[src/logic/retire_pkg.sv]
package retire_pkg;

    // machine word and the joined hi:lo pair
    typedef logic [31:0] word_t;
    typedef logic [63:0] dword_t;

    // general register number
    typedef logic [4:0] reg_addr_t;

    // two instructions leave the pipe per cycle
    localparam int lane_count = 2;

    // mips general registers with r0 hardwired to zero
    localparam int reg_count = 32;

    // read ports on the register file
    localparam int read_count = 2;

    // how a lane updates hi/lo
    typedef enum logic [1:0] {
        // plain load of the product or the move source
        hilo_none = 2'd0,
        // madd adds the product to the accumulator
        hilo_add  = 2'd1,
        // msub subtracts the product from the accumulator
        hilo_sub  = 2'd2
    } hilo_op_t;

    // one instruction as it reaches writeback
    typedef struct packed {
        // slot holds a live instruction
        logic      valid;

        // general register write
        logic      regwrite;
        reg_addr_t wa;
        word_t     wd;

        // one hi/lo write enable per half
        logic      hiwrite;
        logic      lowrite;

        // mthi/mtlo take srca and not the product
        logic      move_src;
        hilo_op_t  hilo_op;

        // rs operand for the moves
        word_t     srca;

        // full 64-bit multiplier output
        dword_t    product;
    } retire_rec_t;

endpackage
[src/logic/writeback_top.sv]
module writeback_top
    import retire_pkg::*;
(
    input  logic                         clk,
    input  logic                         reset,

    // retire group from the third memory stage
    input  retire_rec_t [lane_count-1:0] i_lane,
    input  logic                         i_flush,

    // register file read side
    input  reg_addr_t   [read_count-1:0] i_ra,
    output word_t       [read_count-1:0] o_rd,

    // committed hi/lo
    output word_t                        o_hi,
    output word_t                        o_lo
);

    // records in the writeback stage, already qualified
    retire_rec_t [lane_count-1:0] lane_w;

    // m3 to writeback register
    retire_latch retire_latch_inst (
        .clk     (clk),
        .reset   (reset),
        .i_lane  (i_lane),
        .i_flush (i_flush),
        .o_lane  (lane_w)
    );

    // general registers
    retire_regfile retire_regfile_inst (
        .clk    (clk),
        .reset  (reset),
        .i_lane (lane_w),
        .i_ra   (i_ra),
        .o_rd   (o_rd)
    );

    // hi/lo with merge and accumulate
    hilo_unit hilo_unit_inst (
        .clk    (clk),
        .reset  (reset),
        .i_lane (lane_w),
        .o_hi   (o_hi),
        .o_lo   (o_lo)
    );

endmodule

[src/logic/hilo_unit.sv]
module hilo_unit
    import retire_pkg::*;
(
    input  logic                         clk,
    input  logic                         reset,
    input  retire_rec_t [lane_count-1:0] i_lane,
    output word_t                        o_hi,
    output word_t                        o_lo
);

    // committed hi and lo
    word_t hi_q;
    word_t lo_q;

    // committed pair as one 64-bit value
    dword_t hilo_cur;

    // what each lane would write to both halves
    dword_t [lane_count-1:0] lane_cand;

    // merged next values and load strobes
    word_t hi_next;
    word_t lo_next;
    logic  hi_load;
    logic  lo_load;

    assign hilo_cur = {hi_q, lo_q};

    // candidate for one lane against the committed pair
    function automatic dword_t lane_result(input retire_rec_t rec, input dword_t cur);
        dword_t res;
        if (rec.move_src) begin
            // mthi and mtlo both take rs
            res = {rec.srca, rec.srca};
        end else begin
            case (rec.hilo_op)
                hilo_add: res = cur + rec.product;
                hilo_sub: res = cur - rec.product;
                default:  res = rec.product;
            endcase
        end
        return res;
    endfunction

    always_comb begin
        for (int i = 0; i < lane_count; i++) begin
            lane_cand[i] = lane_result(i_lane[i], hilo_cur);
        end
    end

    // halves merged on their own with lane 0 checked last
    always_comb begin
        hi_next = hi_q;
        lo_next = lo_q;
        hi_load = 1'b0;
        lo_load = 1'b0;
        for (int i = lane_count - 1; i >= 0; i--) begin
            if (i_lane[i].hiwrite) begin
                hi_next = lane_cand[i][63:32];
                hi_load = 1'b1;
            end
            if (i_lane[i].lowrite) begin
                lo_next = lane_cand[i][31:0];
                lo_load = 1'b1;
            end
        end
    end

    always_ff @(posedge clk) begin
        if (reset) begin
            hi_q <= '0;
            lo_q <= '0;
        end else begin
            if (hi_load) begin
                hi_q <= hi_next;
            end
            if (lo_load) begin
                lo_q <= lo_next;
            end
        end
    end

    // straight from the registers
    assign o_hi = hi_q;
    assign o_lo = lo_q;

endmodule

[src/logic/retire_regfile.sv]
module retire_regfile
    import retire_pkg::*;
(
    input  logic                         clk,
    input  logic                         reset,
    input  retire_rec_t [lane_count-1:0] i_lane,
    input  reg_addr_t   [read_count-1:0] i_ra,
    output word_t       [read_count-1:0] o_rd
);

    // register storage
    word_t regs [reg_count];

    // per-lane write strobe that skips r0
    logic [lane_count-1:0] lane_we;

    always_comb begin
        for (int i = 0; i < lane_count; i++) begin
            lane_we[i] = i_lane[i].regwrite && (i_lane[i].wa != '0);
        end
    end

    // higher lanes first so lane 0 lands last and wins
    always_ff @(posedge clk) begin
        if (reset) begin
            for (int r = 0; r < reg_count; r++) begin
                regs[r] <= '0;
            end
        end else begin
            for (int i = lane_count - 1; i >= 0; i--) begin
                if (lane_we[i]) begin
                    regs[i_lane[i].wa] <= i_lane[i].wd;
                end
            end
        end
    end

    // asynchronous read of the stored contents
    always_comb begin
        for (int p = 0; p < read_count; p++) begin
            o_rd[p] = regs[i_ra[p]];
        end
    end

endmodule

[src/logic/retire_latch.sv]
module retire_latch
    import retire_pkg::*;
(
    input  logic                         clk,
    input  logic                         reset,
    input  retire_rec_t [lane_count-1:0] i_lane,
    input  logic                         i_flush,
    output retire_rec_t [lane_count-1:0] o_lane
);

    // registered records from the last memory stage
    retire_rec_t [lane_count-1:0] lane_q;

    // payload follows the input every cycle
    always_ff @(posedge clk) begin
        for (int i = 0; i < lane_count; i++) begin
            lane_q[i] <= i_lane[i];
        end
        // a flush or reset kills the whole group
        if (reset || i_flush) begin
            for (int i = 0; i < lane_count; i++) begin
                lane_q[i].valid <= 1'b0;
            end
        end
    end

    // dead slots must not write anything downstream
    always_comb begin
        o_lane = lane_q;
        for (int i = 0; i < lane_count; i++) begin
            if (!lane_q[i].valid) begin
                o_lane[i].regwrite = 1'b0;
                o_lane[i].hiwrite  = 1'b0;
                o_lane[i].lowrite  = 1'b0;
            end
        end
    end

endmodule

[config.mk]
export PLATFORM = sky130hd
export DESIGN_NAME = writeback_top
export DESIGN_NICKNAME = d
export VERILOG_FILES = /design/src/logic/retire_pkg.sv /design/src/logic/writeback_top.sv /design/src/logic/hilo_unit.sv /design/src/logic/retire_regfile.sv /design/src/logic/retire_latch.sv
export SDC_FILE = /design/constraint.sdc
export NUM_CORES = 2
export LEC_CHECK = 0
export BUFFER_PORTS_ARGS = -buffer_cell sky130_fd_sc_hd__buf_2
export CAP_MARGIN = 30
export CORE_AREA = 5 5 580 582
export DETAILED_ROUTE_END_ITERATION = 12
export DIE_AREA = 0 0 585 587
export GPL_TIMING_DRIVEN = 0
export HOLD_SLACK_MARGIN = 0.03
export PLACE_DENSITY = 0.49
export SETUP_SLACK_MARGIN = 0.3
export SLEW_MARGIN = 20
export SYNTH_ARGS = -nofsm -noshare
export SYNTH_HDL_FRONTEND = slang
export SYNTH_HIERARCHICAL = 1
export SYNTH_SLANG_ARGS = --single-unit
[constraint.sdc]
create_clock -name clk -period 9.6 [get_ports clk]
set_input_delay 0.48 -clock clk [delete_from_list [all_inputs] [get_ports clk]]
set_output_delay 0.48 -clock clk [all_outputs]
set_load 0.01 [all_outputs]
* After elaboration in Yosys (flattened, before gate mapping) *
Memory sizes are Yosys's and may differ from the RTL's.
Cells that the tools add are included.

storage, ports and cells
  register bits = 344
  bits in latches = 0
  bits in writable memories = 1024
  memory bits (read-only) = 0
  input bits = 293
  output and inout port bits = 128
  logic and storage cells = 72
  memories = 1

memories
  name                      depth  bits a word  rd ports  clocked after Yosys merged registers in  write ports  line                  source
  retire_regfile_inst.regs  32     32           2         0                                        32           retire_regfile.sv:12  word_t regs [reg_count];

operators by class
  add/sub/neg operators = 4
  multiply operators = 0
  divide/modulo/power cells = 0
  $lt $le $gt $ge = 0
  equal/unequal tests = 4
  shift-type cells = 0
  multiplexer cells = 30
  bitwise logic cells = 0
  reduce and logical (&&, ||, !) cells = 11

operator list
  operator                                                               number
  64-bit case mux with 2 select lines                                    2
  32-bit 2-to-1 mux                                                      6
  64-bit adder                                                           2
  64-bit 2-to-1 mux                                                      2
  64-bit subtractor                                                      2
  32-bit OR reduction                                                    2
  1-bit 2-to-1 mux                                                       16
  5-bit 2-to-1 mux                                                       2
  5-bit nonzero test                                                     2
  2-bit by 1-bit equality test with 1-bit output, second input constant  2
  2-bit equality test, second input constant                             2
  2-bit 2-to-1 mux                                                       2
  2-bit AND reduction                                                    2
  2-bit nonzero test                                                     2
  1-bit logical AND                                                      2
  1-bit logical OR                                                       1

* Longest topological paths before layout *
  word-level depth = 7
  mapped depth = 26

* By module *
The synthesis kept the hierarchy.

modules (own cells, without submodules)
  module          instances  cells an instance  area each (µm²)  sequential area each (µm²)
  retire_regfile  1          4888               59605.9          30749.5
  hilo_unit       1          2256               15045.7          1281.2
  retire_latch    1          562                7714.9           5605.4

* Worst setup path after synthesis *
OpenSTA, ideal clock, no wires.

  path type = register to register
  start point = reg retire_latch_inst.lane_q (netlist bit retire_latch_inst/o_lane[14])
  end point = reg hilo_unit_inst.hi_q[31], in the netlist hilo_unit_inst/o_hi[31]
  arrival time = 4.543 ns
  required time = 9.484 ns
  setup slack = 4.941 ns
  stages on the path, launching flop included = 24
  buffers on the path = 2
  period minus slack after synthesis = 4.659 ns
  cells stage by stage = dfxtp_1 buf_4 or4_4 nor4_4 nand2_2 nor3b_2 and2_2 nand2b_1 nor3_2 and2_1 a21oi_1 xnor2_1 ha_1 clkbuf_1 a21oi_1 o21bai_1 a21oi_1 o21ai_0 a221o_1 a21oi_1 xnor3_1 nor2_1 mux2i_1 a31o_1

on the way
  word-level cells in the longest chain between the ends = 4

RTL lines
  element                                                   line                              source
  start, declared                                           retire_latch.sv:12                retire_rec_t [lane_count-1:0] lane_q;
  start signal, assigned by index                           retire_latch.sv:17                lane_q[i] <= i_lane[i];
  64-bit subtractor / 64-bit adder (equally long branches)  hilo_unit.sv:38, hilo_unit.sv:37
  64-bit case mux with 2 select lines *                     hilo_unit.sv:36                   case (rec.hilo_op)
  64-bit 2-to-1 mux *                                       hilo_unit.sv:32                   if (rec.move_src) begin
  32-bit 2-to-1 mux *                                       hilo_unit.sv:58                   if (i_lane[i].hiwrite) begin
  end signal, assigned                                      hilo_unit.sv:75                   hi_q <= hi_next;
  end, declared                                             hilo_unit.sv:12                   word_t hi_q;

Every way passes the cells marked *; elsewhere a longest branch is shown, timed or not.
A chain may end at the register's enable or synchronous reset.

* Final worst setup path *
  start point = reg retire_latch_inst.lane_q (netlist bit retire_latch_inst/o_lane[237])
  end point = reg hilo_unit_inst.hi_q[25], in the netlist hilo_unit_inst/o_hi[25]

on the way
  word-level cells in the longest chain between the ends = 5

RTL lines
  element                                                                                       line
  2-bit equality test / 2-bit by 1-bit equality test with 1-bit output (equally long branches)  hilo_unit.sv:36
  64-bit case mux with 2 select lines *                                                         hilo_unit.sv:36
  64-bit 2-to-1 mux *                                                                           hilo_unit.sv:32
  32-bit 2-to-1 mux * (2 in a row)                                                              hilo_unit.sv:58

Every way passes the cells marked *; elsewhere a longest branch is shown, timed or not. The select of a mux whose other input is x is not followed.

==> impl_metrics.toml <==
[timing]
timing.final.hold_violations = 0
fmax_ghz = 0.161
worst_slew_pin_slew_ns = 1.16
slew_violations = 0
setup_ws_ns = 3.40
rsz0062_at_grt = "false"
fin_worst_skew_ns = 0.160
tns_ns = 0
max_slew_margin = 0.228
period_share = 0.646
min_period_ns = 6.20
setup_viol = 0

[clocking]
clkSlewWorstSetupHoldPaths_ns = 0.07
clk_latency_ns = 0.95
cts_resized = 0
htreeDepth = 4
cts-root-buf = "clkbuf_16"
cts.hold.buffers_added = 282
cts_inserted_buffers = 173
cts_sinks = 1368
cts_setup_buffers = 0
cts_buffer_depth = 4
cts_tree = "built"

[outcome]
status = "finished, final reports clean"

[layout]
final_cell_mix = "a22o_1, mux2i_1, edfxtp_1, buf_2, clkbuf_1"
mostFrequentLayoutCell = "a22o_1"
layout.nets = 9089
syn2layout_area_growth_pct = 21.2
drive_above_1_share = 0.163
finish.instance_area_sq_um = 99800
nFillCells = 34000

[worst_setup_path]
crit_required_ns = 10.35
arrival_ns = 6.95
cp_max_fo = 10
worst_setup_path_end_kind = "register"
path_class = "register to register"
crit_path_start_kind = "register"

[floorplan]
core_area_sq_um = 330000
die_h_microns = 587
placementRows = 211
die-area_sq_um = 343000
chipWidth_microns = 585
io_pins = 421
start_util = 0.250

[pwr]
powerDensity_nw_per_um2 = 163
p_leak_nw = 40.0
max-vdd-ir-drop_mv = 0.151

[yosys]
yosys_warnings = 6
synthCells = 7704
netlist_area_sq_um = 82400
syn_avg_cell_area_sq_um = 10.7

[detailed_routing]
vias_per_cell = 5.46
first_pass_iters = 6
drt-initial-drc-count = 7585
ant_nets = 0
drc = 0
drt-total-wl_microns = 409000
dr_total_vias = 72000
wl_per_cell_microns = 31.0

[placed_design]
dpl-instance-area_sq_um = 91200
place_congestion = 1.01
portBuffers = 418
dp_slack_ns = 3.32
hpwl_microns = 325000

[global_routing]
grt_use_total = 0.227
antenna_found_initial = 36
grt_pass1_vias = 72000
grt_pass1_wl_microns = 555000
gr-total-overflow = 0
grt_max_degree = 24

[min_path]
hp-class = "input port to register"

[run]
maxCapViolCount = 0
==> registers in the layout, indices dropped and copies added, names as in the netlist <==
signal                    flops
retire_latch_inst/lane_q      6
retire_latch_inst/o_lane    274
hilo_unit_inst/o_hi          32
retire_regfile_inst/regs   1024
hilo_unit_inst/o_lo          32
==> routing by layer <==
metal  global-route usage  share of wire  vias to the layer above
met3               0.0402          0.078                      853
met5                    0       0.000083                        -
li1                     -              -                    31400
met4                0.145          0.076                        6
met2                0.348           0.44                     3794
met1                0.293           0.41                    36000
==> layout make-up <==
cell class	instances	area, sq um	share of cell area
clock buffers	214	4630	0.0464
inverters	62	233	0.00233
multi-input cells	5234	39300	0.394
flip-flops and latches	1368	37600	0.377
repair buffers	754	5970	0.0598
plain buffers	1071	5440	0.0545
diodes	14	35.0	0.000351
well taps	4366	5460	0.0547
clock inverters	97	1080	0.0108
==> through the flow <==
| stage | util | instances | hold slack [ns] | total power, mW |
|---|---|---|---|---|
| 2_1_floorplan | - | 7735 | 0.508 | 8.26 |
| 3_3_place_gp | 0.273 | 12500 | 0.583 | 9.39 |
| 3_5_place_dp | 0.276 | 12600 | 0.584 | 9.44 |
| 4_1_cts | 0.302 | 13200 | 0.116 | 16.3 |
| 5_1_grt | 0.303 | 13200 | 0.154 | 16.7 |
| 6_report | 0.303 | 13200 | 0.176 | 16.2 |
==> report_power, final <==
part / switching, mW / total [mW] / leakage, nW / internal (mW)
Clock: 2.80 / 6.77 / 2.79 / 3.96
Combinational: 1.84 / 2.77 / 23.4 / 0.924
Sequential: 0.176 / 6.72 / 13.9 / 6.54
==> final timing paths <==
check	startpoint	to	slack [ns]	cells after the start
hold reg to reg	hilo_unit_inst/o_lo[25]	hilo_unit_inst/o_lo[25]	0.63	2
setup reg to reg	retire_latch_inst/o_lane[237]	hilo_unit_inst/o_hi[25]	3.40	17
setup / recovery	retire_latch_inst/o_lane[237]	hilo_unit_inst/o_hi[25]	3.40	17
hold / removal	i_lane[118]	retire_latch_inst/o_lane[118]	0.18	2
==> critical path: stages, from the launching register on <==
cell and delay [ns]:
dfxtp_1 0.38, buf_4 0.13, ha_1 0.17, clkbuf_1 0.64, buf_1 0.76, mux2i_1 0.39, ha_1 0.28, nor2b_1 0.14
o31a_1 0.30, o31a_1 0.33, a211oi_1 0.56, o21ai_1 0.40, a41o_1 0.41, a31oi_1 0.36, xnor2_1 0.20, nor2_1 0.06
a2111oi_0 0.50, nor3_1 0.12
(Power assumes the default switching activity.)
